===== config.mk =====
export PLATFORM = sky130hd
export DESIGN_NAME = rv32_wb_decode
export DESIGN_NICKNAME = d
export VERILOG_FILES = /design/src/common/rv32_types.sv /design/src/logic/rv32_wb_decode.sv
export VERILOG_INCLUDE_DIRS = /design/src /design/src/common
export SDC_FILE = /design/constraint.sdc
export NUM_CORES = 1
export LEC_CHECK = 0
export ABC_AREA = 1
export BUFFER_PORTS_ARGS = -buffer_cell sky130_fd_sc_hd__buf_2
export CELL_PAD_IN_SITES_DETAIL_PLACEMENT = 1
export CELL_PAD_IN_SITES_GLOBAL_PLACEMENT = 1
export CORE_MARGIN = 4
export CORE_UTILIZATION = 15
export DETAILED_ROUTE_END_ITERATION = 16
export GPL_TIMING_DRIVEN = 0
export PLACE_DENSITY_LB_ADDON = 0.12
export SYNTH_ARGS = -nofsm -noshare
export SYNTH_HDL_FRONTEND = slang
export SYNTH_SLANG_ARGS = --single-unit

===== constraint.sdc =====
create_clock -name vclk -period 1.1
set_input_delay 0.055 -clock vclk [all_inputs]
set_output_delay 0.055 -clock vclk [all_outputs]
set_load 0.005 [all_outputs]

===== src/common/rv32_consts.svh =====
// RV32 back end constants

`ifndef RV32_CONSTS_SVH
`define RV32_CONSTS_SVH

`define RV_XLEN        32
`define RV_NOP_INSTR   32'h0000_0013

// Machine CSR ids
`define CSR_MSTATUS    12'h300
`define CSR_MIE        12'h304
`define CSR_MTVEC      12'h305
`define CSR_MEPC       12'h341
`define CSR_MCAUSE     12'h342
`define CSR_MINSTRET   12'hB02

// Address map and sizes
`define MTIMECMP_ADDR  32'h0200_4000
`define RAM_WORDS      256

// Reset values and causes
`define MTVEC_RESET    32'h0000_0100
`define MCAUSE_MTI     32'h8000_0007

`endif


===== src/common/rv32_types.sv =====
// RV32 back end shared types

`include "rv32_consts.svh"

package rv32_types;

    typedef logic [`RV_XLEN-1:0] rv32_word;

    typedef enum logic [1:0] {
        MEM_NOP   = 2'd0,
        MEM_LOAD  = 2'd1,
        MEM_STORE = 2'd2
    } mem_op_e;

    // Per-instruction control bits carried down the pipe
    typedef struct packed {
        mem_op_e mem_op;
        logic    csr_wb;
        logic    is_mret;
        logic    is_bubble;
        logic    reg_wb;
    } ctrl_t;

    // Word 0 is store data or ALU result, word 1 is address or CSR value
    typedef struct packed {
        rv32_word       pc;
        rv32_word       instr;
        ctrl_t          ctrl;
        rv32_word [1:0] data_result;
    } exec_mem_buffer_t;

    // Same layout, word 0 carries load data for loads
    typedef struct packed {
        rv32_word       pc;
        rv32_word       instr;
        ctrl_t          ctrl;
        rv32_word [1:0] data_result;
    } mem_wb_buffer_t;

    typedef struct packed {
        rv32_word addr;
        mem_op_e  op;
        rv32_word data;
    } memory_request_t;

    typedef struct packed {
        logic [11:0] id;
        rv32_word    value;
        logic        write;
    } csr_write_request_t;

    typedef struct packed {
        logic mie;
        logic mpie;
    } mstatus_t;

    typedef struct packed {
        logic mtie;
    } mie_t;

    typedef struct packed {
        logic     do_interrupt;
        logic     is_mret;
        rv32_word from;
    } interrupt_request_t;

    // Wishbone classic, master to slave
    typedef struct packed {
        logic     cyc;
        logic     stb;
        logic     we;
        rv32_word adr;
        rv32_word dat;
    } wb_m2s_t;

    // Wishbone classic, slave to master
    typedef struct packed {
        logic     ack;
        rv32_word dat;
    } wb_s2m_t;

    function automatic ctrl_t create_bubble_ctrl();
        ctrl_t c;
        c.mem_op    = MEM_NOP;
        c.csr_wb    = 1'b0;
        c.is_mret   = 1'b0;
        c.is_bubble = 1'b1;
        c.reg_wb    = 1'b0;
        return c;
    endfunction

endpackage


===== src/logic/rv32_wb_decode.sv =====
// Wishbone data bus decoder

`timescale 1ns/1ps
`include "rv32_consts.svh"

module rv32_wb_decode (
    input  rv32_types::wb_m2s_t wb_in,
    output rv32_types::wb_s2m_t wb_resp,
    output rv32_types::wb_m2s_t ram_req,
    output rv32_types::wb_m2s_t timer_req,
    input  rv32_types::wb_s2m_t ram_resp,
    input  rv32_types::wb_s2m_t timer_resp
);
    import rv32_types::*;

    logic timer_sel;

    always_comb begin
        timer_sel = (wb_in.adr == `MTIMECMP_ADDR);

        // Only the selected slave sees the strobe
        ram_req       = wb_in;
        ram_req.cyc   = wb_in.cyc & ~timer_sel;
        ram_req.stb   = wb_in.stb & ~timer_sel;
        timer_req     = wb_in;
        timer_req.cyc = wb_in.cyc & timer_sel;
        timer_req.stb = wb_in.stb & timer_sel;

        wb_resp = timer_sel ? timer_resp : ram_resp;
    end

endmodule


==> results.md <==
- The initial utilization of the core area, before any placement, comes to 0.1565.
- At the end of routability-driven placement, the weighted congestion stood at approximately 0.75.
- The die covers 13290 sq um.
- Yosys mapped the design onto 9 distinct sky130hd cell types.
- Once detail routing completed, the nets flagged for antenna violations numbered 0.
- Of the cells placed in the final design, the portion with a size suffix greater than 1 is 0.8525.
- The leading area contributor after synthesis is sky130_fd_sc_hd__buf_4.
- The via count of the first global-routing pass is roughly 2800.
- The number of antenna violations at the first check in global routing is 0.
- From synthesis to final layout, the design area changed by 120.9%.
- The path type of the worst min-delay path is in2out.
- The area of the core is about 11000 sq um.
- The post-layout instance count excluding filler cells is around 720.
- The worst hold path begins at wb_in[5].
- The maximum net fanout on the critical path is 8.
- For this run, the detailed router's first-pass iteration total came to 4.
- The total negative setup slack is -3.557 ns.
- The actual slew at the worst max-slew pin is 0.1230 ns.
- The maximum operating frequency is 816.7 MHz.
- The smallest clock period supported by the final layout is computed as 1.224 ns.
- For hold timing, the worst endpoint is timer_req[5].
- The data arrival time of the critical path is approximately 1.2 ns.
- The power density normalized to cell area is 303.1 nW/um^2.
- The routed wirelength normalized by instance count is roughly 13 um.
- The final antenna diode count is 0.
- The worst setup path is launched from a primary input.
- After the last flow step, the layout net total stands at about 720.
- There are 0 flip-flops and latches.
- Detailed placement ended at an HPWL of between 8 and 9 mm.
- The signal on the critical path passes through buf_8 -> inv_2 -> nand2_1 -> nor2_1 -> nand2_2 -> nor2_4 -> buf_12 -> nand2_8 -> clkbuf_16 -> nand2_2 -> nand2_1 -> buf_2.
- The kind of cell with the highest combined delay along the critical path is simple AND/OR/NAND/NOR gates.
- The synthesized area per cell is 5.699 sq um.
- The max-slew violation count is 0.
- The final instance area is between 3000 and 4000 sq um.
- The number of buffers inserted by port buffering is between 200 and 300.
- The detailed router placed roughly 2700 vias in this run.
- The total routing resource utilization after global routing is 0.1182.
- The worst IR drop on VDD is between 100 and 150 uV.
- The layout clock buffer count is 0.
- For this design, the slowest cell found on the critical path is sky130_fd_sc_hd__clkbuf_16.
- The first-pass GRT wire length is 12.90 mm.
- The cell count after synthesis came out at 303.
- The number of buffers inserted by hold repair at cts is 0.
- The post-layout worst setup margin is -0.1244 ns.
- The final reports fail on negative setup slack.
- For this run, design rule violations remaining after detail routing come to 0.
- At the end of the flow the core is filled with cells to 0.3457.
- The number of placed I/O pins is 300.
- The proportion of netlist area held by the largest area contributor is 0.5783.
- After floorplanning, the core was divided into 38 placement rows.
- The run finished, with violations left.
- Setup repair after global routing could not meet its margin everywhere.
- The cell depth of the worst setup path is 12.
- The number of nets in the synthesized netlist is around 440.
- The final count of hold timing violations was 0.
- The final-layout fill cell count is approximately 1500.
- The number of cells on the worst hold path is 2.
- The tightest slew margin relative to the limit is 0.9178.
- Together, buffers and inverters on the worst path number 5.
- The total standard cell area after synthesis is approximately 1700 sq um.
- The share of the Yosys chip area taken by registers is 0.
- The pin count of the biggest net entering global routing is 11.
- The die is about 120 um wide.
- The final wirelength is roughly 9.4 mm.
- For this run, the slowest stage of the critical path takes roughly 0.17 ns.
- By area the synthesized netlist is led by sky130_fd_sc_hd__buf_4 (58%), sky130_fd_sc_hd__nand2_1 (18%), sky130_fd_sc_hd__nand3_1 (9.6%), sky130_fd_sc_hd__inv_1 (6.5%), sky130_fd_sc_hd__nor2_1 (2.8%).
- For this design the static power due to leakage is 2.368 nW.
- The number of warnings issued by yosys is 0.
- The endpoint type of the worst setup path is an output port.
- The sequential cell area is 0 sq um.
- The worst setup timing slack at the placement stage is -0.3363 ns.
- The placed instances occupy a cell area of 3238 sq um.
- The tool flagged a number of max-cap violations equal to 0.
- The detailed router's first-iteration violation count is 65.
- Setup violations remaining at the end of the flow were counted as 37.
- Data on the critical path is required at its endpoint by 1.04 ns.
- For this run the aggregate overflow at the end of global routing stands at 0.
- Dividing the detail-routed via count by the number of cells gives 3.733.
- The number of placed instances, taps included is between 700 and 800.
- Of the available clock period, the critical path in the final layout requires 1.113.
- The type of the worst setup path is in2out.
- In this run the vertical extent of the chip is between 100 and 150 um.
power by group:
| group | switching [mW] | internal [mW] | leakage (nW) | total, mW |
|---|---|---|---|---|
| registers | 0 | 0 | 0 | 0 |
| logic | 0.396 | 0.760 | 2.37 | 1.16 |
| clock network | 0 | 0 | 0 | 0 |
| total | 0.396 | 0.760 | 2.37 | 1.16 |
kinds of logic (layout without fill, tap and decap cells):
kind of cell / Yosys count / count (layout) / share of synthesized area
and+or+nand+nor: 134 / 134 / 0.3283
buffers and inverters: 169 / 449 / 0.6717
layout make-up:
type                            count  area [sq um]  share of cell area
Tap cell                          140         175.2             0.04593
Inverter                           30         117.6             0.03084
Timing Repair Buffer              280          1719              0.4508
Multi-Input combinational cell    134         720.7              0.1890
Buffer                            139          1081              0.2835
routing by layer:
layer | routed length [um] | global-route usage | part of all wire
met5 | 0 | 0 | 0
met4 | 57 | 0.006260 | 0.0061
met3 | 1299 | 0.04263 | 0.14
met2 | 5321 | 0.2519 | 0.57
met1 | 2725 | 0.1094 | 0.29
placed cells by master (no fill, tap or decap), drive strengths merged:
cell	count
buf	418
nand3	33
nand2	86
inv	30
nor2	15
clkbuf	1
synth_stat cells, drive strengths merged:
master	instances
buf	139
inv	30
nand2	86
nand3	33
nor2	15
how the worst max path moves through the flow:
stage / slack, ns / end / from
6_report: -0.12 / wb_resp[17] / wb_in[51]
5_1_grt: -0.23 / wb_resp[16] / wb_in[48]
4_1_cts: -0.13 / wb_resp[25] / wb_in[41]
3_5_place_dp: -0.34 / wb_resp[25] / wb_in[56]
3_3_place_gp: -0.36 / wb_resp[30] / wb_in[56]
2_1_floorplan: 0.21 / timer_req[65] / wb_in[44]
through the flow:
stage | hold slack, ns | total power, mW
floorplan | 0.1908 | 0.4819
global placement | 0.2791 | 1.015
detailed placement | 0.2779 | 1.030
CTS | 0.2788 | 1.099
global route | 0.2819 | 1.265
finish | 0.2769 | 1.156
what timing repair did:
| action | in CTS | in global routing |
|---|---|---|
| gates resized for setup | 60 | 89 |
| pin swaps | 20 | 21 |
| setup endpoints to repair | 37 | 37 |
| cloned | 2 | 1 |
| setup buffers | 8 | 2 |
(Power assumes the default switching activity.)
