--- src/common/rv32_consts.svh ---
// RV32 back end constants

`ifndef RV32_CONSTS_SVH
`define RV32_CONSTS_SVH

`define RV_XLEN        32
`define RV_NOP_INSTR   32'h0000_0013

// Machine CSR ids
`define CSR_MSTATUS    12'h300
`define CSR_MIE        12'h304
`define CSR_MTVEC      12'h305
`define CSR_MEPC       12'h341
`define CSR_MCAUSE     12'h342
`define CSR_MINSTRET   12'hB02

// Address map and sizes
`define MTIMECMP_ADDR  32'h0200_4000
`define RAM_WORDS      256

// Reset values and causes
`define MTVEC_RESET    32'h0000_0100
`define MCAUSE_MTI     32'h8000_0007

`endif

--- src/common/rv32_types.sv ---
// RV32 back end shared types

`include "rv32_consts.svh"

package rv32_types;

    typedef logic [`RV_XLEN-1:0] rv32_word;

    typedef enum logic [1:0] {
        MEM_NOP   = 2'd0,
        MEM_LOAD  = 2'd1,
        MEM_STORE = 2'd2
    } mem_op_e;

    // Per-instruction control bits carried down the pipe
    typedef struct packed {
        mem_op_e mem_op;
        logic    csr_wb;
        logic    is_mret;
        logic    is_bubble;
        logic    reg_wb;
    } ctrl_t;

    // Word 0 is store data or ALU result, word 1 is address or CSR value
    typedef struct packed {
        rv32_word       pc;
        rv32_word       instr;
        ctrl_t          ctrl;
        rv32_word [1:0] data_result;
    } exec_mem_buffer_t;

    // Same layout, word 0 carries load data for loads
    typedef struct packed {
        rv32_word       pc;
        rv32_word       instr;
        ctrl_t          ctrl;
        rv32_word [1:0] data_result;
    } mem_wb_buffer_t;

    typedef struct packed {
        rv32_word addr;
        mem_op_e  op;
        rv32_word data;
    } memory_request_t;

    typedef struct packed {
        logic [11:0] id;
        rv32_word    value;
        logic        write;
    } csr_write_request_t;

    typedef struct packed {
        logic mie;
        logic mpie;
    } mstatus_t;

    typedef struct packed {
        logic mtie;
    } mie_t;

    typedef struct packed {
        logic     do_interrupt;
        logic     is_mret;
        rv32_word from;
    } interrupt_request_t;

    // Wishbone classic, master to slave
    typedef struct packed {
        logic     cyc;
        logic     stb;
        logic     we;
        rv32_word adr;
        rv32_word dat;
    } wb_m2s_t;

    // Wishbone classic, slave to master
    typedef struct packed {
        logic     ack;
        rv32_word dat;
    } wb_s2m_t;

    function automatic ctrl_t create_bubble_ctrl();
        ctrl_t c;
        c.mem_op    = MEM_NOP;
        c.csr_wb    = 1'b0;
        c.is_mret   = 1'b0;
        c.is_bubble = 1'b1;
        c.reg_wb    = 1'b0;
        return c;
    endfunction

endpackage

--- src/logic/rv32_mtimer.sv ---
// Machine timer with compare register

`timescale 1ns/1ps

module rv32_mtimer (
    input  logic                clk,
    input  logic                resetn,
    input  rv32_types::wb_m2s_t wb_in,
    output rv32_types::wb_s2m_t wb_out,
    output logic                mtip
);
    import rv32_types::*;

    rv32_word mtime;
    rv32_word mtimecmp;
    rv32_word rd_dat;
    logic     ack;
    logic     sel;

    assign sel = wb_in.cyc & wb_in.stb;

    always_ff @(posedge clk) begin
        if (!resetn) begin
            mtime    <= '0;
            mtimecmp <= '1;
            ack      <= 1'b0;
        end else begin
            mtime <= mtime + 32'd1;
            // One ack per strobe
            ack   <= sel & ~ack;
            if (sel && ack && wb_in.we) begin
                mtimecmp <= wb_in.dat;
            end
        end
    end

    always_ff @(posedge clk) begin
        if (sel && !ack) begin
            rd_dat <= mtimecmp;
        end
    end

    assign wb_out.ack = ack;
    assign wb_out.dat = rd_dat;
    assign mtip       = (mtime >= mtimecmp);

endmodule

--- config.mk ---
export PLATFORM = sky130hd
export DESIGN_NAME = rv32_mtimer
export DESIGN_NICKNAME = d
export VERILOG_FILES = /design/src/common/rv32_types.sv /design/src/logic/rv32_mtimer.sv
export VERILOG_INCLUDE_DIRS = /design/src /design/src/common
export SDC_FILE = /design/constraint.sdc
export NUM_CORES = 1
export LEC_CHECK = 0
export BUFFER_PORTS_ARGS = -buffer_cell sky130_fd_sc_hd__buf_4
export CAP_MARGIN = 20
export CORE_MARGIN = 1
export CORE_UTILIZATION = 48
export CTS_CLUSTER_DIAMETER = 120
export DETAILED_ROUTE_END_ITERATION = 7
export PLACE_DENSITY_LB_ADDON = 0.05
export SLEW_MARGIN = 20
export SYNTH_ARGS = -nofsm -noshare
export SYNTH_HDL_FRONTEND = slang
export SYNTH_SLANG_ARGS = --single-unit
export TNS_END_PERCENT = 50
--- constraint.sdc ---
create_clock -name clk -period 2.05 [get_ports clk]
set_input_delay 0.1025 -clock clk [delete_from_list [all_inputs] [get_ports clk]]
set_output_delay 0.1025 -clock clk [all_outputs]
set_load 0.01 [all_outputs]
==> impl_metrics.env <==
export IMPL_outcome="complete, but fails checks"
export IMPL_violations="negative setup slack"
export IMPL_core_area_um2=8720
export IMPL_cellPowerDensity_nw_per_um2=584
export IMPL_drive_above_1_share_pct=29.3
export IMPL_clock_skew_ns=0.0152
export IMPL_clock_latency_ns=0.36
export IMPL_clockBufferDepth=2
export IMPL_syn_num_nets=514
export IMPL_clock_root_buffer="clkbuf_8"
export IMPL_power_leakage_nw=2.49
export IMPL_fin_crit_ns=2.30
export IMPL_area_growth_pct=34.0
export IMPL_grt_pass1_wl_um=15100
export IMPL_path_max_fanout=2
export IMPL_instances_no_fill=647
export IMPL_arrival_ns=2.20
export IMPL_nFillCells=699
export IMPL_max_cap_violations=0
export IMPL_cts_sinks=97
export IMPL_die_h_um=97.1
export IMPL_synth_yosys_warnings=0
export IMPL_regArea_um2=2280
export IMPL_drc=0
export IMPL_hpwl_um=6220
export IMPL_antenna_found_initial=0
export IMPL_ant_nets=0
export IMPL_muxShareOfSynthArea_pct=0.231
export IMPL_tightestPinTransition_ns=0.644
export IMPL_min_path_type="input pin to flop"
export IMPL_drv_slew=0
export IMPL_utilization_pct=66.7
export IMPL_die_area_um2=9420
export IMPL_synthCells=412
export IMPL_start_util_pct=49.8
export IMPL_post_place_cells=596
export IMPL_grt_overflow=0
export IMPL_finalInstanceArea_um2=5810
export IMPL_synth_top_family_by_area="simple AND/OR/NAND/NOR gates"
export IMPL_grt_max_degree=69
export IMPL_globalplace_congestion=0.762
export IMPL_synth_cell_types=40
export IMPL_drtPass1Iterations=5
export IMPL_comb_power_share_pct=6.0
export IMPL_maxSlewHeadroom_pct=57.0
export IMPL_rsz0062_at_grt="yes"
export IMPL_synthFlopType="dfxtp_1"
export IMPL_place_area_um2=5100
export IMPL_cts_tree="yes"
export IMPL_wl_per_cell_um=14.3
export IMPL_yosys_area_share_simple_pct=17.8
export IMPL_pwr_share_seq_pct=59.2
export IMPL_setup_viol=1
export IMPL_row_count=34
export IMPL_async_reset_ff_share_pct=0
export IMPL_max_freq_mhz=435
export IMPL_placement_io_buffers=70
export IMPL_cp_end_kind="output pin"
export IMPL_vdd_drop_max_mv=0.381
export IMPL_internal_power_mw=2.58
export IMPL_clock_power_share_pct=34.8
export IMPL_synth_xor_xnor_area_share_pct=5.25
export IMPL_insertedDiodeCount=0
export IMPL_drtIter0Drc=135
export IMPL_crit_type="flop to output pin"
export IMPL_die_x_um=97.1
export IMPL_synth_edf_count=32
export IMPL_swShare_pct=24.0
export IMPL_period_share_pct=112
export IMPL_finalNetCount=636
export IMPL_cts_buffers=9
export IMPL_worstPathRequired_ns=1.95
export IMPL_vias_per_cell=5.03
export IMPL_syn_area_per_cell_um2=10.5
export IMPL_final_hold_viol_count=0
export IMPL_synth_adder_area_share_pct=9.52
export IMPL_wl_um=9250
export IMPL_setup_ws_ns=-0.248
export IMPL_seq_area_frac_synth_pct=52.1
export IMPL_multi_input_area_um2=2040
export IMPL_gr_usage_all_layers_pct=20.3
export IMPL_start_kind="flop"
export IMPL_ys_seq_elements=97
export IMPL_clk_pin_slew_worst_paths_ns=0.10
export IMPL_syn_area_um2=4340
export IMPL_cts_max_level=3
export IMPL_p_sw_uw=814
export IMPL_io_pins=103
export IMPL_synth_compound_area_share_pct=10.1
export IMPL_route_vias_total=3257
export IMPL_grt_pass1_vias=3140
export IMPL_power_total_mw=3.40
[worst max-delay path: stages (launching register included)]
cell	delay, ns
dfxtp_2	0.36
ha_4	0.24
a21oi_2	0.13
o21ai_1	0.08
a221o_1	0.41
a2111oi_4	0.38
o21ai_2	0.09
buf_4	0.15
[power groups by stage]
stage	registers, mW	clock network, mW	logic (mW)
after floorplan	2.06	0	0.0591
after global placement	2.05	0	0.148
after detailed placement	2.05	0	0.150
after CTS	2.01	1.22	0.204
after global routing	2.01	1.29	0.225
final	2.01	1.18	0.204
[sequential cells by signal (all words and copies together) (netlist names)]
name and count:
rd_dat 32, ack 1, mtimecmp 32, mtime 32
[path summary, 6_finish.rpt]
kind,to,cells past startpoint,from,slack (ns)
setup / recovery,mtip,7,mtime[17],-0.25
hold / removal,mtimecmp[10],2,resetn,0.27
setup reg to reg,mtime[21],5,mtime[2],0.11
hold reg to reg,rd_dat[14],0,mtimecmp[14],0.43
[layer usage]
layer | up-vias | track usage [%] | wire length, µm
li1 | 1698 | - | -
met1 | 1490 | 29.9 | 4810
met2 | 56 | 29.9 | 3950
met3 | 13 | 3.09 | 308
met4 | 0 | 8.15 | 181
met5 | - | 0 | 0
[placed cells by master, fill, tap and decap left out, types with 3 or more instances in the layout]
cell / Yosys / final
ha_4: 0 / 10
inv_1: 39 / 32
a21oi_1: 10 / 8
clkinv_4: 0 / 3
and2_1: 28 / 28
nor2_1: 7 / 5
dfxtp_1: 65 / 49
nand2b_1: 3 / 3
clkbuf_8: 0 / 9
xnor2_1: 18 / 18
and4_1: 5 / 4
nand2_1: 48 / 48
dlygate4sd3_1: 0 / 32
a21o_1: 5 / 5
nand4_1: 11 / 11
ha_1: 33 / 22
buf_4: 1 / 94
o211ai_1: 34 / 34
edfxtp_1: 32 / 32
nand3_1: 17 / 17
xor2_1: 8 / 8
inv_2: 0 / 7
dfxtp_2: 0 / 16
nor3_1: 5 / 5
[metrics by stage]
stage / setup WS [ns] / hold WS (ns) / TNS, ns
6_report: -0.248 / 0.271 / -0.248
5_1_grt: -0.327 / 0.277 / -0.327
4_1_cts: -0.189 / 0.248 / -0.189
3_5_place_dp: -0.0177 / 0.333 / -0.0177
3_3_place_gp: 0.0212 / 0.327 / 0
2_1_floorplan: 0.195 / 0.240 / 0
[cell families (layout without fill, tap and decap cells)]
| kind of cell | count (synthesis) | after routing |
|---|---|---|
| buffers and inverters | 54 | 181 |
| AND/OR/NAND/NOR | 138 | 138 |
| AO/OA/AOI/OAI | 63 | 63 |
| multiplexers | 1 | 1 |
| XOR/XNOR | 26 | 26 |
| flip-flops | 97 | 97 |
| adder cells (fa/ha/maj) | 33 | 33 |
[timing repair]
action                                  4_1_cts  5_1_grt
hold buffers                                 32        0
endpoints found under the setup margin        1        1
pin swaps                                    11        5
endpoints found under the hold margin        32        0
buffers inserted                              2        1
resized for setup                            33       13
[final cells by class]
| type | count | area share (%) |
|---|---|---|
| clock buffer | 9 | 2.13 |
| clock inverter | 7 | 1.05 |
| inverter | 39 | 2.52 |
| multi-input combinational | 261 | 35.1 |
| sequential | 97 | 39.3 |
| tap | 108 | 2.32 |
| timing repair buffer | 126 | 17.6 |
[cells in the mapped netlist (all sizes together), types with 6 or more instances]
master  count  area share, %
nor2        7           0.61
clkbuf     13            1.1
a21oi      10            1.2
dfxtp      65             30
o211ai     34            5.9
xor2        8            1.6
nand3      17            2.0
xnor2      18            3.6
ha         33            9.5
inv        39            3.4
nand4      13            2.6
nor3        6           0.81
and2       28            4.0
edfxtp     32             22
nand2      48            4.2
(Power assumes the default switching activity.)
