**src/common/rv32_consts.svh**
```systemverilog
// RV32 back end constants

`ifndef RV32_CONSTS_SVH
`define RV32_CONSTS_SVH

`define RV_XLEN        32
`define RV_NOP_INSTR   32'h0000_0013

// Machine CSR ids
`define CSR_MSTATUS    12'h300
`define CSR_MIE        12'h304
`define CSR_MTVEC      12'h305
`define CSR_MEPC       12'h341
`define CSR_MCAUSE     12'h342
`define CSR_MINSTRET   12'hB02

// Address map and sizes
`define MTIMECMP_ADDR  32'h0200_4000
`define RAM_WORDS      256

// Reset values and causes
`define MTVEC_RESET    32'h0000_0100
`define MCAUSE_MTI     32'h8000_0007

`endif

```
**src/common/rv32_types.sv**
```systemverilog
// RV32 back end shared types

`include "rv32_consts.svh"

package rv32_types;

    typedef logic [`RV_XLEN-1:0] rv32_word;

    typedef enum logic [1:0] {
        MEM_NOP   = 2'd0,
        MEM_LOAD  = 2'd1,
        MEM_STORE = 2'd2
    } mem_op_e;

    // Per-instruction control bits carried down the pipe
    typedef struct packed {
        mem_op_e mem_op;
        logic    csr_wb;
        logic    is_mret;
        logic    is_bubble;
        logic    reg_wb;
    } ctrl_t;

    // Word 0 is store data or ALU result, word 1 is address or CSR value
    typedef struct packed {
        rv32_word       pc;
        rv32_word       instr;
        ctrl_t          ctrl;
        rv32_word [1:0] data_result;
    } exec_mem_buffer_t;

    // Same layout, word 0 carries load data for loads
    typedef struct packed {
        rv32_word       pc;
        rv32_word       instr;
        ctrl_t          ctrl;
        rv32_word [1:0] data_result;
    } mem_wb_buffer_t;

    typedef struct packed {
        rv32_word addr;
        mem_op_e  op;
        rv32_word data;
    } memory_request_t;

    typedef struct packed {
        logic [11:0] id;
        rv32_word    value;
        logic        write;
    } csr_write_request_t;

    typedef struct packed {
        logic mie;
        logic mpie;
    } mstatus_t;

    typedef struct packed {
        logic mtie;
    } mie_t;

    typedef struct packed {
        logic     do_interrupt;
        logic     is_mret;
        rv32_word from;
    } interrupt_request_t;

    // Wishbone classic, master to slave
    typedef struct packed {
        logic     cyc;
        logic     stb;
        logic     we;
        rv32_word adr;
        rv32_word dat;
    } wb_m2s_t;

    // Wishbone classic, slave to master
    typedef struct packed {
        logic     ack;
        rv32_word dat;
    } wb_s2m_t;

    function automatic ctrl_t create_bubble_ctrl();
        ctrl_t c;
        c.mem_op    = MEM_NOP;
        c.csr_wb    = 1'b0;
        c.is_mret   = 1'b0;
        c.is_bubble = 1'b1;
        c.reg_wb    = 1'b0;
        return c;
    endfunction

endpackage

```
**src/mem_stage/rv32_mem_stage.sv**
```systemverilog
// RV32 memory stage
// Consolidation point and mem/wb buffer

`timescale 1ns/1ps
`include "rv32_consts.svh"

module rv32_mem_stage (
    input  logic                          clk,
    input  logic                          resetn,
    input  rv32_types::rv32_word          mepc,
    input  rv32_types::mstatus_t          mstatus,
    input  rv32_types::mie_t              mie,
    input  logic                          mtip,
    input  rv32_types::exec_mem_buffer_t  exec_mem_buff,
    input  rv32_types::rv32_word          load_data,
    input  logic                          request_done,
    output rv32_types::mem_wb_buffer_t    mem_wb_buff,
    output logic                          stall,
    output rv32_types::interrupt_request_t interrupt_request,
    output rv32_types::memory_request_t   data_request,
    output rv32_types::csr_write_request_t csr_write_request,
    output logic                          instr_retired
);
    import rv32_types::*;

    mem_wb_buffer_t next_buff;
    logic           irq_pending;
    logic           take_trap;
    logic           is_bubble;

    always_comb begin
        is_bubble   = exec_mem_buff.ctrl.is_bubble;
        irq_pending = mstatus.mie & mie.mtie & mtip;

        // CSR writes commit here
        csr_write_request.id    = exec_mem_buff.instr[31:20];
        csr_write_request.value = exec_mem_buff.data_result[1];
        csr_write_request.write = exec_mem_buff.ctrl.csr_wb & ~is_bubble;

        data_request.addr = exec_mem_buff.data_result[1];
        data_request.op   = is_bubble ? MEM_NOP : exec_mem_buff.ctrl.mem_op;
        data_request.data = exec_mem_buff.data_result[0];

        interrupt_request.is_mret = exec_mem_buff.ctrl.is_mret & ~is_bubble;
        interrupt_request.from    = interrupt_request.is_mret ? mepc : exec_mem_buff.pc;
        interrupt_request.do_interrupt = 1'b0;

        // mret or an enabled timer interrupt takes the pipeline
        if (!is_bubble && (interrupt_request.is_mret || irq_pending)) begin
            data_request.op                = MEM_NOP;
            csr_write_request.write        = 1'b0;
            interrupt_request.do_interrupt = 1'b1;
        end

        take_trap = interrupt_request.do_interrupt & ~interrupt_request.is_mret;

        // Hold until the bus acknowledges
        stall = (data_request.op != MEM_NOP) & ~request_done;

        next_buff = exec_mem_buff;
        if (exec_mem_buff.ctrl.mem_op == MEM_LOAD) begin
            next_buff.data_result[0] = load_data;
        end

        instr_retired = ~is_bubble & ~stall & ~take_trap;
    end

    always_ff @(posedge clk) begin
        if (!resetn) begin
            mem_wb_buff.pc    <= '0;
            mem_wb_buff.instr <= `RV_NOP_INSTR;
            mem_wb_buff.ctrl  <= create_bubble_ctrl();
        end else if (take_trap) begin
            // Flush the interrupted instruction
            mem_wb_buff.ctrl <= create_bubble_ctrl();
        end else if (stall) begin
            // Bubble downstream, data fields kept for bypass
            mem_wb_buff.ctrl.is_bubble <= 1'b1;
        end else begin
            mem_wb_buff <= next_buff;
        end
    end

endmodule

```
**config.mk**
```make
export PLATFORM = sky130hd
export DESIGN_NAME = rv32_mem_stage
export DESIGN_NICKNAME = d
export VERILOG_FILES = /design/src/common/rv32_types.sv /design/src/mem_stage/rv32_mem_stage.sv
export VERILOG_INCLUDE_DIRS = /design/src /design/src/common
export SDC_FILE = /design/constraint.sdc
export NUM_CORES = 1
export LEC_CHECK = 0
export BUFFER_PORTS_ARGS = -buffer_cell sky130_fd_sc_hd__buf_2
export CORE_AREA = 2 2 187 189
export CTS_CLUSTER_SIZE = 14
export DETAILED_ROUTE_END_ITERATION = 7
export DIE_AREA = 0 0 189 191
export HOLD_SLACK_MARGIN = 0.1
export SLEW_MARGIN = 30
export SYNTH_ARGS = -nofsm -noshare
export SYNTH_HDL_FRONTEND = slang
export SYNTH_SLANG_ARGS = --single-unit
```
**constraint.sdc**
```tcl
create_clock -name clk -period 7.3 [get_ports clk]
set_clock_uncertainty 0.15 [all_clocks]
set_input_delay 1.46 -clock clk [delete_from_list [all_inputs] [get_ports clk]]
set_output_delay 1.46 -clock clk [all_outputs]
set_load 0.005 [all_outputs]
```
==> qor.csv <==
metric,value,unit
finalCritPeriodShare,61.29,%
via_count,5285,
area_growth,40.90,%
die_height,191,um
synth_edf_count,64,
grt_overflow_total,0,
start_kind,input port,
htree_levels,4,
worstMarginPinSlew,0.9319,ns
placed_area,8441,um^2
use_met3,3.305,%
largest_register_ffs,134,
place_congestion,0.7446,
cts-root-buf,clkbuf_16,
crit_arrival,2.86,ns
reg2reg_from,mem_wb_buff[90],
crit_required,5.69,ns
ys.flop_type,dfxtp_1,
yosys_warnings,0,
cts_buffers,17,
ff2ff_path_depth,2,
cp-endpoint,interrupt_request[11],
criticalPathCategory,input port to primary output,
drcViolationCount,0,
grtUsageMet2,20.19,%
slew_headroom,37.74,%
power.internal,1.468,mW
worstSetupPathDepth,6,
ys_seq_area_share,51.75,%
top_regs,mem_wb_buff x134,
yosysTopAreaCell,edfxtp_1,
final_nets,1136,
grtUsageMet1,12.51,%
pwr-share-seq,42.9,%
grt_usage,11.14,%
hold_path_class,flip-flop to flip-flop,
fillCellCount,3690,
clock_path_buffers,2,
cts_hold_buffers,0,
coreArea,34120,um^2
layout-drive-gt1-share,61.86,%
cap_violations,0,
num_rows,68,
synth_cells,561,
fin_util,26.52,%
critPathLaunch,exec_mem_buff[66],
die-area,36100,um^2
timing.setup.tns,0,ns
p_leak,4.191,nW
p_sw_share,28.02,%
first_iter_violations,157,
cp_top_family,buffers and inverters,
numPortBuffers,484,
antenna_found_initial,1,
r2r_slack,6.50,ns
post_cts_resized,0,
start_util,18.82,%
grt_pass1_vias,4848,
async_flop_share,0,%
largest-register,mem_wb_buff,
num_antenna_cells,0,
slowest_stage,nor2_4,
design_area,9047,um^2
ys_types,26,
end_kind,primary output,
r2r-end,mem_wb_buff[90],
ant_nets,0,
switching_power,571.5,uW
period_needed,4.475,ns
path_clk_slew,0.06,ns
path_buf_inv,4,
grt_pass1_wl,29.08,mm
synth_top_area_share,29.93,%
p_per_area,225.4,nW/um^2
die_w,189,um
cts.sinks,134,
final-max-slew-violation-count,0,
path_cells,"buf_2, inv_1, nor2_4, buf_16, mux2_2, buf_2",
routedWlPerCell,15.21,um
comb_power_share,15.3,%
dr.pass1.iters,4,
wl,21.27,mm
finalPower,2.040,mW
grt_busiest_layer,met2,
ir_drop,0.0001524,V
syn_nets,766,
cts_tree,done,
synth_seq_cells,134,
avgSynthCellArea,11.45,um^2
clk_latency,0.43,ns
setup_viol,0,
path_max_fanout,20,
netlist_area,6421,um^2
dp_hpwl,16.74,mm
status,finished clean,
crit_path_max_incr_delay,0.41,ns
fmax,223.5,MHz
pin_count,486,
rsz0062_at_grt,no,
hold_viol_final,0,
grt_max_degree,78,
clock_power_share,41.8,%
critPathMostFrequentCell,buf_2,
synth_area_leaders,"edfxtp_1, dfxtp_1, buf_4, mux2i_1, mux2_2",
vias_per_cell,3.778,
post-cts-setup-buffer-count,0,
metrics by stage:
stage / setup WS [ns] / hold WS, ns / instances
after detailed placement: 2.625 / 0.2985 / 1366
after CTS: 2.623 / 0.3084 / 1398
after floorplan: 1.602 / 0.3044 / 561
final: 2.826 / 0.3036 / 1399
after global routing: 2.734 / 0.3302 / 1399
after global placement: 2.678 / 0.2911 / 1366
worst min path at each step:
| stage | slack (ns) | cells past startpoint | endpoint | startpoint |
|---|---|---|---|---|
| after CTS | 0.31 | 2 | mem_wb_buff[128] | mem_wb_buff[128] |
| final | 0.30 | 2 | mem_wb_buff[73] | mem_wb_buff[73] |
| after global placement | 0.29 | 2 | mem_wb_buff[119] | mem_wb_buff[119] |
| after global routing | 0.33 | 2 | mem_wb_buff[85] | mem_wb_buff[85] |
| after floorplan | 0.30 | 2 | mem_wb_buff[100] | mem_wb_buff[100] |
| after detailed placement | 0.30 | 2 | mem_wb_buff[128] | mem_wb_buff[128] |
synth_stat cells (2+ instances only):
master / count
buf_4: 112
mux2_2: 55
nor2b_1: 8
nand2_1: 122
mux2i_1: 64
edfxtp_1: 64
and2_1: 3
nand3_1: 6
nor2_1: 2
dfxtp_1: 70
clkbuf_1: 16
o21ai_0: 4
buf_2: 4
mux2_1: 9
buf_12: 5
a21oi_1: 7
kinds of logic (layout without fill, tap and decap cells):
group	after synthesis	count (layout)	share of synthesized area (%)
buffers and inverters	139	522	16.13
DFF	134	134	51.75
muxes	128	128	21.20
and+or+nand+nor	143	143	9.022
AOI/OAI and AO/OA	17	17	1.890
area by class of cell:
type | count | area (um^2) | area share, %
Tap cell | 455 | 569.3 | 6.292
Inverter | 1 | 3.754 | 0.04149
Clock buffer | 17 | 425.4 | 4.702
Timing Repair Buffer | 489 | 2482 | 27.44
Clock inverter | 15 | 153.9 | 1.701
Multi-Input combinational cell | 288 | 2090 | 23.09
Sequential cell | 134 | 3323 | 36.73
worst reg2reg max path, stage by stage (launching register included):
cell	delay, ns
dfxtp_1	0.34
nand2_1	0.06
mux2i_1	0.18
layout by cell type, fill, tap and decap left out, types with 2 or more instances in the layout:
| master | Yosys | layout |
|---|---|---|
| a21oi_1 | 7 | 7 |
| and2_1 | 3 | 3 |
| buf_2 | 4 | 483 |
| buf_4 | 112 | 5 |
| clkbuf_16 | 0 | 17 |
| clkinv_8 | 0 | 2 |
| dfxtp_1 | 70 | 70 |
| edfxtp_1 | 64 | 64 |
| inv_6 | 0 | 5 |
| inv_8 | 0 | 5 |
| mux2_1 | 9 | 9 |
| mux2_2 | 55 | 55 |
| mux2i_1 | 64 | 64 |
| nand2_1 | 122 | 122 |
| nand3_1 | 6 | 6 |
| nor2_1 | 2 | 2 |
| nor2b_1 | 8 | 6 |
| nor2b_4 | 0 | 2 |
| o21ai_0 | 4 | 4 |
power by group through the flow:
stage          registers (mW)  clock network [mW]  logic [mW]
2_1_floorplan           0.901                   0       0.151
3_3_place_gp            0.890                   0       0.315
3_5_place_dp            0.891                   0       0.318
4_1_cts                 0.876               0.893       0.319
5_1_grt                 0.881               0.920       0.344
6_report                0.875               0.852       0.313
per-layer routing:
metal  part of all wire [%]  wire length (um)
met3                    8.1              1733
met4                    1.1               234
met1                     40              8427
met2                     51             10880
met5                      0                 0
(Power assumes the default switching activity.)
