===== src/common/rv32_consts.svh =====
// RV32 back end constants

`ifndef RV32_CONSTS_SVH
`define RV32_CONSTS_SVH

`define RV_XLEN        32
`define RV_NOP_INSTR   32'h0000_0013

// Machine CSR ids
`define CSR_MSTATUS    12'h300
`define CSR_MIE        12'h304
`define CSR_MTVEC      12'h305
`define CSR_MEPC       12'h341
`define CSR_MCAUSE     12'h342
`define CSR_MINSTRET   12'hB02

// Address map and sizes
`define MTIMECMP_ADDR  32'h0200_4000
`define RAM_WORDS      256

// Reset values and causes
`define MTVEC_RESET    32'h0000_0100
`define MCAUSE_MTI     32'h8000_0007

`endif


===== src/common/rv32_types.sv =====
// RV32 back end shared types

`include "rv32_consts.svh"

package rv32_types;

    typedef logic [`RV_XLEN-1:0] rv32_word;

    typedef enum logic [1:0] {
        MEM_NOP   = 2'd0,
        MEM_LOAD  = 2'd1,
        MEM_STORE = 2'd2
    } mem_op_e;

    // Per-instruction control bits carried down the pipe
    typedef struct packed {
        mem_op_e mem_op;
        logic    csr_wb;
        logic    is_mret;
        logic    is_bubble;
        logic    reg_wb;
    } ctrl_t;

    // Word 0 is store data or ALU result, word 1 is address or CSR value
    typedef struct packed {
        rv32_word       pc;
        rv32_word       instr;
        ctrl_t          ctrl;
        rv32_word [1:0] data_result;
    } exec_mem_buffer_t;

    // Same layout, word 0 carries load data for loads
    typedef struct packed {
        rv32_word       pc;
        rv32_word       instr;
        ctrl_t          ctrl;
        rv32_word [1:0] data_result;
    } mem_wb_buffer_t;

    typedef struct packed {
        rv32_word addr;
        mem_op_e  op;
        rv32_word data;
    } memory_request_t;

    typedef struct packed {
        logic [11:0] id;
        rv32_word    value;
        logic        write;
    } csr_write_request_t;

    typedef struct packed {
        logic mie;
        logic mpie;
    } mstatus_t;

    typedef struct packed {
        logic mtie;
    } mie_t;

    typedef struct packed {
        logic     do_interrupt;
        logic     is_mret;
        rv32_word from;
    } interrupt_request_t;

    // Wishbone classic, master to slave
    typedef struct packed {
        logic     cyc;
        logic     stb;
        logic     we;
        rv32_word adr;
        rv32_word dat;
    } wb_m2s_t;

    // Wishbone classic, slave to master
    typedef struct packed {
        logic     ack;
        rv32_word dat;
    } wb_s2m_t;

    function automatic ctrl_t create_bubble_ctrl();
        ctrl_t c;
        c.mem_op    = MEM_NOP;
        c.csr_wb    = 1'b0;
        c.is_mret   = 1'b0;
        c.is_bubble = 1'b1;
        c.reg_wb    = 1'b0;
        return c;
    endfunction

endpackage


===== src/logic/rv32_csr_file.sv =====
// Machine-mode CSR file

`timescale 1ns/1ps
`include "rv32_consts.svh"

module rv32_csr_file (
    input  logic                           clk,
    input  logic                           resetn,
    input  rv32_types::csr_write_request_t csr_write_request,
    input  rv32_types::interrupt_request_t interrupt_request,
    input  logic                           instr_retired,
    input  logic [11:0]                    csr_read_id,
    output rv32_types::rv32_word           csr_read_value,
    output rv32_types::rv32_word           mepc,
    output rv32_types::mstatus_t           mstatus,
    output rv32_types::mie_t               mie,
    output logic                           redirect_valid,
    output rv32_types::rv32_word           redirect_pc
);
    import rv32_types::*;

    rv32_word mtvec;
    rv32_word mcause;
    rv32_word minstret;
    logic     trap_entry;
    logic     wr;

    assign trap_entry = interrupt_request.do_interrupt & ~interrupt_request.is_mret;
    assign wr         = csr_write_request.write;

    always_ff @(posedge clk) begin
        if (!resetn) begin
            mstatus  <= '0;
            mie      <= '0;
            mtvec    <= `MTVEC_RESET;
            mepc     <= '0;
            mcause   <= '0;
            minstret <= '0;
        end else begin
            if (trap_entry) begin
                mepc         <= interrupt_request.from;
                mcause       <= `MCAUSE_MTI;
                mstatus.mpie <= mstatus.mie;
                mstatus.mie  <= 1'b0;
            end else if (interrupt_request.do_interrupt) begin
                // mret
                mstatus.mie <= mstatus.mpie;
            end else if (wr) begin
                case (csr_write_request.id)
                    `CSR_MSTATUS: begin
                        mstatus.mie  <= csr_write_request.value[3];
                        mstatus.mpie <= csr_write_request.value[7];
                    end
                    `CSR_MIE:    mie.mtie <= csr_write_request.value[7];
                    `CSR_MTVEC:  mtvec    <= {csr_write_request.value[31:2], 2'b00};
                    `CSR_MEPC:   mepc     <= {csr_write_request.value[31:2], 2'b00};
                    `CSR_MCAUSE: mcause   <= csr_write_request.value;
                    default: ;
                endcase
            end

            if (wr && csr_write_request.id == `CSR_MINSTRET) begin
                minstret <= csr_write_request.value;
            end else if (instr_retired) begin
                minstret <= minstret + 32'd1;
            end
        end
    end

    always_comb begin
        case (csr_read_id)
            `CSR_MSTATUS:  csr_read_value = {24'd0, mstatus.mpie, 3'd0, mstatus.mie, 3'd0};
            `CSR_MIE:      csr_read_value = {24'd0, mie.mtie, 7'd0};
            `CSR_MTVEC:    csr_read_value = mtvec;
            `CSR_MEPC:     csr_read_value = mepc;
            `CSR_MCAUSE:   csr_read_value = mcause;
            `CSR_MINSTRET: csr_read_value = minstret;
            default:       csr_read_value = '0;
        endcase
    end

    // Redirect in the same cycle the stage decides
    assign redirect_valid = interrupt_request.do_interrupt;
    assign redirect_pc    = interrupt_request.is_mret ? mepc : mtvec;

endmodule


===== config.mk =====
export PLATFORM = sky130hd
export DESIGN_NAME = rv32_csr_file
export DESIGN_NICKNAME = d
export VERILOG_FILES = /design/src/common/rv32_types.sv /design/src/logic/rv32_csr_file.sv
export VERILOG_INCLUDE_DIRS = /design/src /design/src/common
export SDC_FILE = /design/constraint.sdc
export NUM_CORES = 1
export LEC_CHECK = 0
export BUFFER_PORTS_ARGS = -buffer_cell sky130_fd_sc_hd__buf_2
export CORE_ASPECT_RATIO = 1.5
export CORE_UTILIZATION = 47
export DETAILED_ROUTE_END_ITERATION = 10
export PLACE_DENSITY = 0.78
export SLEW_MARGIN = 10
export SYNTH_ARGS = -nofsm -noshare
export SYNTH_HDL_FRONTEND = slang
export SYNTH_SLANG_ARGS = --single-unit

===== constraint.sdc =====
create_clock -name clk -period 1.8 [get_ports clk]
set_clock_uncertainty 0.1 [all_clocks]
set_input_delay 0.27 -clock clk [delete_from_list [all_inputs] [get_ports clk]]
set_output_delay 0.27 -clock clk [all_outputs]
set_load 0.05 [all_outputs]

==> results of run 1 <==
==> placed cells by master, fill, tap and decap left out, types with 3 or more instances in the layout <==
cell,Yosys,layout
sky130_fd_sc_hd__clkbuf_1,32,3
sky130_fd_sc_hd__buf_12,0,17
sky130_fd_sc_hd__nor4_4,2,5
sky130_fd_sc_hd__nor3b_1,3,3
sky130_fd_sc_hd__clkbuf_16,0,20
sky130_fd_sc_hd__o21ai_1,3,3
sky130_fd_sc_hd__nor3_1,13,11
sky130_fd_sc_hd__xnor2_1,18,18
sky130_fd_sc_hd__a22oi_2,0,9
sky130_fd_sc_hd__buf_4,2,53
sky130_fd_sc_hd__mux2i_1,40,40
sky130_fd_sc_hd__nand4_4,3,3
sky130_fd_sc_hd__nand2_1,135,103
sky130_fd_sc_hd__a222oi_1,3,3
sky130_fd_sc_hd__a22oi_1,85,76
sky130_fd_sc_hd__buf_2,27,160
sky130_fd_sc_hd__a211oi_1,16,16
sky130_fd_sc_hd__nand4_1,9,9
sky130_fd_sc_hd__xor2_1,10,10
sky130_fd_sc_hd__mux2_2,32,32
sky130_fd_sc_hd__and4_1,6,5
sky130_fd_sc_hd__o21ai_0,14,14
sky130_fd_sc_hd__a21oi_1,71,71
sky130_fd_sc_hd__nor3_2,2,3
sky130_fd_sc_hd__nand3_1,17,16
sky130_fd_sc_hd__dfxtp_1,129,127
sky130_fd_sc_hd__buf_8,0,32
sky130_fd_sc_hd__nor4b_4,3,3
sky130_fd_sc_hd__nand2_2,0,32
sky130_fd_sc_hd__nor2_1,63,63
sky130_fd_sc_hd__and3_1,6,5
sky130_fd_sc_hd__inv_2,1,3
sky130_fd_sc_hd__nor4_1,5,3
sky130_fd_sc_hd__buf_6,1,4
sky130_fd_sc_hd__nand3b_1,5,5
sky130_fd_sc_hd__clkbuf_8,0,4
sky130_fd_sc_hd__inv_1,7,5
sky130_fd_sc_hd__and2_1,4,4
==> flip-flops by register name (all words and copies together), names as in the netlist <==
signal and count:
mcause 32, mie 1, mtvec 30, minstret 32, mstatus 2, mepc 32
==> power breakdown <==
| part | internal, mW | switching (mW) | leakage (nW) |
|---|---|---|---|
| logic | 0.248 | 0.512 | 2.88 |
| registers | 2.90 | 0.0525 | 1.04 |
| clock network | 2.18 | 1.27 | 0.286 |
==> metal layers <==
metal / GRT usage [%] / routed length, um
met5: 0 / 0
met4: 22.9 / 2030
met3: 5.45 / 2060
met2: 58.1 / 12800
met1: 34.8 / 8670
==> logic make-up after synthesis <==
family,synth area share (%)
mux,11.3
xor+xnor,3.65
simple gates,22.6
fa+ha+maj,0.186
flops,38.5
buf+inv,4.64
compound gates,19.1
==> worst reg2reg max path: stages, from the launching register on <==
cell and delay (ps):
sky130_fd_sc_hd__dfxtp_1 410, sky130_fd_sc_hd__and3_4 230, sky130_fd_sc_hd__buf_12 120, sky130_fd_sc_hd__nand4_4 150
sky130_fd_sc_hd__nor4_1 400, sky130_fd_sc_hd__xnor2_1 180, sky130_fd_sc_hd__o21ai_1 80
==> what timing repair did <==
action                     CTS  global route
hold buffers                 1             0
gates resized for setup     88            29
setup endpoints to repair   32            42
buffers inserted             0             3
cloned                       0             5
pin swaps                    0            12
hold endpoints to repair     1             0
==> stage by stage <==
stage / instance area, sq um / setup TNS [ps] / hold WS, ps
global placement: 8490 / -13130 / 338
global route: 9630 / -13460 / 5.62
finish: 9630 / -12210 / 19.0
detailed placement: 8490 / -13420 / 345
floorplan: 6840 / -6930 / 295
CTS: 9390 / -10490 / 1.81
==> layout make-up <==
type	instances	share of cell area, %
Multi-Input combinational cell	590	41.8
Sequential cell	129	26.8
Timing Repair Buffer	270	22.3
Clock buffer	24	5.11
Tap cell	192	2.49
Clock inverter	8	1.07
Inverter	8	0.312
Antenna cell	1	0.0260
==> final timing paths <==
kind | end | slack (ps) | depth (start not counted)
min | mtvec[8] | 20 | 2
max | csr_read_value[14] | -430 | 9
max reg2reg | minstret[26] | 0 | 6
min reg2reg | mcause[14] | 350 | 2
==> impl_metrics.ini, run 1 <==
[power]
static-leakage-power_nw = 4.21
max-vdd-ir-drop_mv = 0.695
post-layout-total-power_mw = 7.17
power.density_cell_area_nw_per_um2 = 744

[global_routing]
grt_usage_pct = 32.6
antenna_found_initial = 0
grt_pass1_vias = 7127
grt-ovfl-total = 0
wire_length_of_the_first_global_routing_pass_um = 36900
grt_max_degree = 40

[floorplanning]
chipWidth_um = 99.6
initial_utilization_pct = 48.0
chipHeight_um = 148
core.rowCount = 53
core_area_sq_um = 14000
die_area_sq_um = 14800
floorplan.io_pins = 194

[worst_setup_path]
worstSetupStartpointType = input port
critical_path_start_end_classification = in -> out
cp_slowest_stage_delay_ps = 270
r2r-start = minstret[8]
critical_path.n_buffers_inverters = 4
path_cells = buf_6 -> nand4bb_4 -> or2_4 -> nor4b_4 -> buf_6 -> clkbuf_16 -> a22oi_1 -> nand2_2 -> buf_8
worstPathMaxFanout = 8
crit_start = csr_read_id[3]
worstPathArrival_ps = 1860
cpLargestDelayFamily = simple AND/OR/NAND/NOR gates
timing.critical_path.mode_cell = sky130_fd_sc_hd__buf_6
slowest_stage = sky130_fd_sc_hd__or2_4
end_kind = output port
timing.critical_path.required_ps = 1430

[clock_tree]
cts_num_sinks = 129
number_of_cts_inserted_buffers = 17
cts.htree.levels = 4
cts_tree = yes
cts.reportedPaths.clkPinSlew_ps = 60
clock_latency_at_the_later_pin_of_the_worst_skew_pair_ps = 420
clock_tree.root_cell = sky130_fd_sc_hd__clkbuf_16
clk_path_buf_depth = 2

[final_layout]
finish.net_count = 1111
layout_cells_sized_above_1_pct = 39.4
final_core_utilization_pct = 68.8
multiInputGateArea_sq_um = 4030
instances_no_fill = 1222
layout.area.seq_sq_um = 2580
syn_to_final_growth_pct = 43.5
nFillCells = 1011

[sta]
hold_viol_final = 0
post-route-min-period_ps = 2230
final_worst_slack_ps = -425
max_freq_mhz = 449
setup-violations-final = 32
worst_slew_margin_rel_pct = 73.6
max_slew.worst_pin.slew_ps = 393
timing.final.max_slew_violations = 0
fin_crit_sh_pct = 124
rsz0062_at_grt = yes

[placement]
placement.setup.worst_slack_ps = -479
numPortBuffers = 193
post-place-cells = 1180
finalWeightedCongestion = 0.966
dp_hpwl_um = 17000

[synth]
postSynth.topFlopCell = sky130_fd_sc_hd__dfxtp_1
synthDominantAreaCellType = sky130_fd_sc_hd__dfxtp_1
synthMostInstantiatedCell = sky130_fd_sc_hd__nand2_1
synth_enable_flop_cells = 0
syn-instance-count = 789
synth.avg_cell_area_sq_um = 8.51
synth_cell_types = 52
synth.cell_area_sq_um = 6710
synth_top_cells_by_area = sky130_fd_sc_hd__dfxtp_1, sky130_fd_sc_hd__a22oi_1, sky130_fd_sc_hd__nand2_1
synth_async_sr_flop_share_pct = 0
netlist_top_cells_count = sky130_fd_sc_hd__nand2_1, sky130_fd_sc_hd__dfxtp_1, sky130_fd_sc_hd__a22oi_1
ys_seq_elements = 129
netlist.area_leader.share_pct = 38.5
synth_nets = 884
synth.yosys.seq_area_share_pct = 38.5
ys_warn_count = 0

[hold_path]
worstHoldStart = resetn
holdCritPathClass = in -> reg

[drt]
vias = 7497
wl_um = 25500
remaining_drc_errors = 0
drt_pass1_iterations = 6
wl_per_cell_um = 20.9
dr.first_iter.drc_count = 709
detail_route.vias_per_cell = 6.14
antenna_left = 0

[status]
failing_checks = negative setup slack
status = complete, but fails checks

[job]
timing.max_cap.violations = 0
Power figures use the tool's default switching activity.
==> run 2: changes to the inputs <==
Settings changed: ABC_AREA from default to 1, CORE_UTILIZATION 47 to 49, PLACE_DENSITY 0.78 to 0.79, REMOVE_ABC_BUFFERS from default to 1.
==> run 2 against run 1 <==
Net effect: critical endpoint is now csr_read_value[0]; sequential share of layout area fell by 1.9 points; largest power group unchanged; the run still ends with negative setup slack left; non-clock buffer count is 8 lower; via count rose by 26%; area after synthesis is 14% higher.
==> impl_metrics.ini, run 2 <==
[sta]
max_slew.worst_pin.slew_ps = 486
worst_slew_margin_rel_pct = 67.5
hold_viol_final = 0
final_worst_slack_ps = -234
post-route-min-period_ps = 2030
timing.final.max_slew_violations = 0
setup-violations-final = 32
max_freq_mhz = 492
rsz0062_at_grt = yes
fin_crit_sh_pct = 113

[final_layout]
antenna-diode-count = 0
layout_top_registers = mcause x32, mepc x32, minstret x32
finish.net_count = 1572
layout_cells_sized_above_1_pct = 24.4
final_common_cell = sky130_fd_sc_hd__nand2_1
most-common-layout-cells = sky130_fd_sc_hd__nand2_1, sky130_fd_sc_hd__buf_2, sky130_fd_sc_hd__dfxtp_1, sky130_fd_sc_hd__nand3_1, sky130_fd_sc_hd__inv_1
instances_no_fill = 1688
syn_to_final_growth_pct = 35.0

[synth]
synth-compound-area-share_pct = 14.3
synth_enable_flop_cells = 0
synth.cell_area_sq_um = 7670
postSynth.topFlopCell = sky130_fd_sc_hd__dfxtp_1
synthDominantAreaCellType = sky130_fd_sc_hd__dfxtp_1
synth_async_sr_flop_share_pct = 0
synth.yosys.seq_area_share_pct = 33.7
synth_cell_types = 37
synth_top_family_by_area = simple AND/OR/NAND/NOR gates
ys_seq_elements = 129
netlist.area_leader.share_pct = 33.7
synth.avg_cell_area_sq_um = 6.05
ys_warn_count = 0
syn-instance-count = 1267
post_synth_and_or_nand_nor_area_fraction_pct = 39.5
netlist_top_cells_count = sky130_fd_sc_hd__nand2_1, sky130_fd_sc_hd__dfxtp_1, sky130_fd_sc_hd__nand3_1
synth_top_cells_by_area = sky130_fd_sc_hd__dfxtp_1, sky130_fd_sc_hd__nand2_1, sky130_fd_sc_hd__nand3_1
synthMostInstantiatedCell = sky130_fd_sc_hd__nand2_1
synth-adder-area-share_pct = 0.163
synth.area.mux_share_pct = 0.277
yosys.area_share.xor_xnor_pct = 1.03

[drt]
wl_per_cell_um = 16.3
drt_pass1_iterations = 6
detail_route.vias_per_cell = 5.59
vias = 9428
remaining_drc_errors = 0
dr.first_iter.drc_count = 810
wl_um = 27600
antenna_left = 0

[worst_setup_path]
worstSetupStartpointType = input port
timing.critical_path.required_ps = 1430
worstPathMaxFanout = 8
worstPathArrival_ps = 1660
end_kind = output port
critical_path_start_end_classification = in -> out

[global_routing]
grt-ovfl-total = 0
grt_max_degree = 37
antenna_found_initial = 0
wire_length_of_the_first_global_routing_pass_um = 43100
grt_pass1_vias = 9103
grt_usage_pct = 33.3

[job]
timing.max_cap.violations = 0

[status]
status = complete, but fails checks
failing_checks = negative setup slack

[hold_path]
holdCritPathClass = in -> reg

[placement]
finalWeightedCongestion = 0.993
post-place-cells = 1651
numPortBuffers = 193
dp_hpwl_um = 18800
placement.setup.worst_slack_ps = -282

[floorplanning]
initial_utilization_pct = 50.4
die_area_sq_um = 16200
floorplan.io_pins = 194
chipHeight_um = 155
chipWidth_um = 104
core.rowCount = 55
core_area_sq_um = 15200

[clock_tree]
cts_tree = yes
cts_num_sinks = 129
clock_tree.root_cell = sky130_fd_sc_hd__clkbuf_16
cts.reportedPaths.clkPinSlew_ps = 60
cts.htree.levels = 4
number_of_cts_inserted_buffers = 17
clock_latency_at_the_later_pin_of_the_worst_skew_pair_ps = 420
cts_hold_repair.buffers = 0
clk_path_buf_depth = 2

[power]
post-layout-total-power_mw = 7.40
max-vdd-ir-drop_mv = 0.507
power.density_cell_area_nw_per_um2 = 714
static-leakage-power_nw = 4.67
==> run 2: changes by cell type after synthesis, moves of 7 or more <==
| cell | previous run | this run |
|---|---|---|
| sky130_fd_sc_hd__a211oi_1 | 16 | 0 |
| sky130_fd_sc_hd__a21oi_1 | 71 | 95 |
| sky130_fd_sc_hd__a22oi_1 | 85 | 0 |
| sky130_fd_sc_hd__inv_1 | 7 | 119 |
| sky130_fd_sc_hd__mux2_2 | 32 | 1 |
| sky130_fd_sc_hd__mux2i_1 | 40 | 1 |
| sky130_fd_sc_hd__nand2_1 | 135 | 417 |
| sky130_fd_sc_hd__nand3_1 | 17 | 124 |
| sky130_fd_sc_hd__nand4_1 | 9 | 31 |
| sky130_fd_sc_hd__nor2_1 | 63 | 108 |
| sky130_fd_sc_hd__nor3_1 | 13 | 6 |
| sky130_fd_sc_hd__o21ai_0 | 14 | 115 |
| sky130_fd_sc_hd__xnor2_1 | 18 | 2 |
==> run 2: logic make-up (layout without fill, tap and decap cells) <==
logic type,Yosys count,after routing
and+or+nand+nor,710,711
xor gates and xnor gates,9,9
muxes,2,2
DFF,129,129
adders and majority gates,1,1
AOI/OAI and AO/OA,217,217
buffers and inverters,199,420
==> run 2: cell type report <==
| type | instances | area (sq um) |
|---|---|---|
| clock buffer | 22 | 484 |
| clock inverter | 9 | 129 |
| fill | 1330 | 4850 |
| inverter | 127 | 478 |
| multi-input combinational | 940 | 4460 |
| sequential | 129 | 2580 |
| tap | 199 | 249 |
| timing repair buffer | 262 | 1960 |
==> run 2: stage by stage <==
step,hold slack (ps),TNS (ps),area [sq um],utilization [%]
global route,15.3,-7870,10400,68.1
floorplan,268,-116650,7300,-
finish,3.90,-6260,10400,68.1
detailed placement,360,-8200,9190,60.5
global placement,350,-7550,9190,60.5
CTS,0.963,-3730,10100,66.7
==> run 2: routing by layer <==
layer,up-vias,GRT usage (%),part of all wire (%)
met2,480,63.3,54
met5,-,0,0
li1,4496,-,-
met1,4343,34.5,34
met3,109,4.61,6.9
met4,0,19.8,4.6
==> run 2: critical path, cell delays in order <==
cell	delay (ps)
sky130_fd_sc_hd__buf_2	90
sky130_fd_sc_hd__inv_1	120
sky130_fd_sc_hd__nand3_2	120
sky130_fd_sc_hd__buf_6	130
sky130_fd_sc_hd__nor4_4	230
sky130_fd_sc_hd__buf_6	180
sky130_fd_sc_hd__buf_8	150
sky130_fd_sc_hd__nand2_4	40
sky130_fd_sc_hd__o211ai_1	80
sky130_fd_sc_hd__buf_4	230
==> run 2: timing repair <==
item,CTS,global route
buffers inserted,2,1
cloned,1,2
gates resized for setup,100,41
hold endpoints to repair,0,0
pin swaps,5,7
setup endpoints to repair,32,49
==> run 2: final timing paths <==
path / start / endpoint / slack, ps / cells after the start
setup / recovery: csr_read_id[7] / csr_read_value[0] / -230 / 10
hold / removal: interrupt_request[0] / mepc[0] / 4 / 3
setup reg to reg: minstret[3] / minstret[17] / 40 / 7
hold reg to reg: mtvec[14] / mtvec[14] / 360 / 2
==> run 2: power by group <==
group	internal (mW)	total [mW]	switching [mW]
registers	2.90	2.94	0.0418
logic	0.273	0.871	0.598
clock network	2.31	3.58	1.27
total	5.49	7.40	1.91
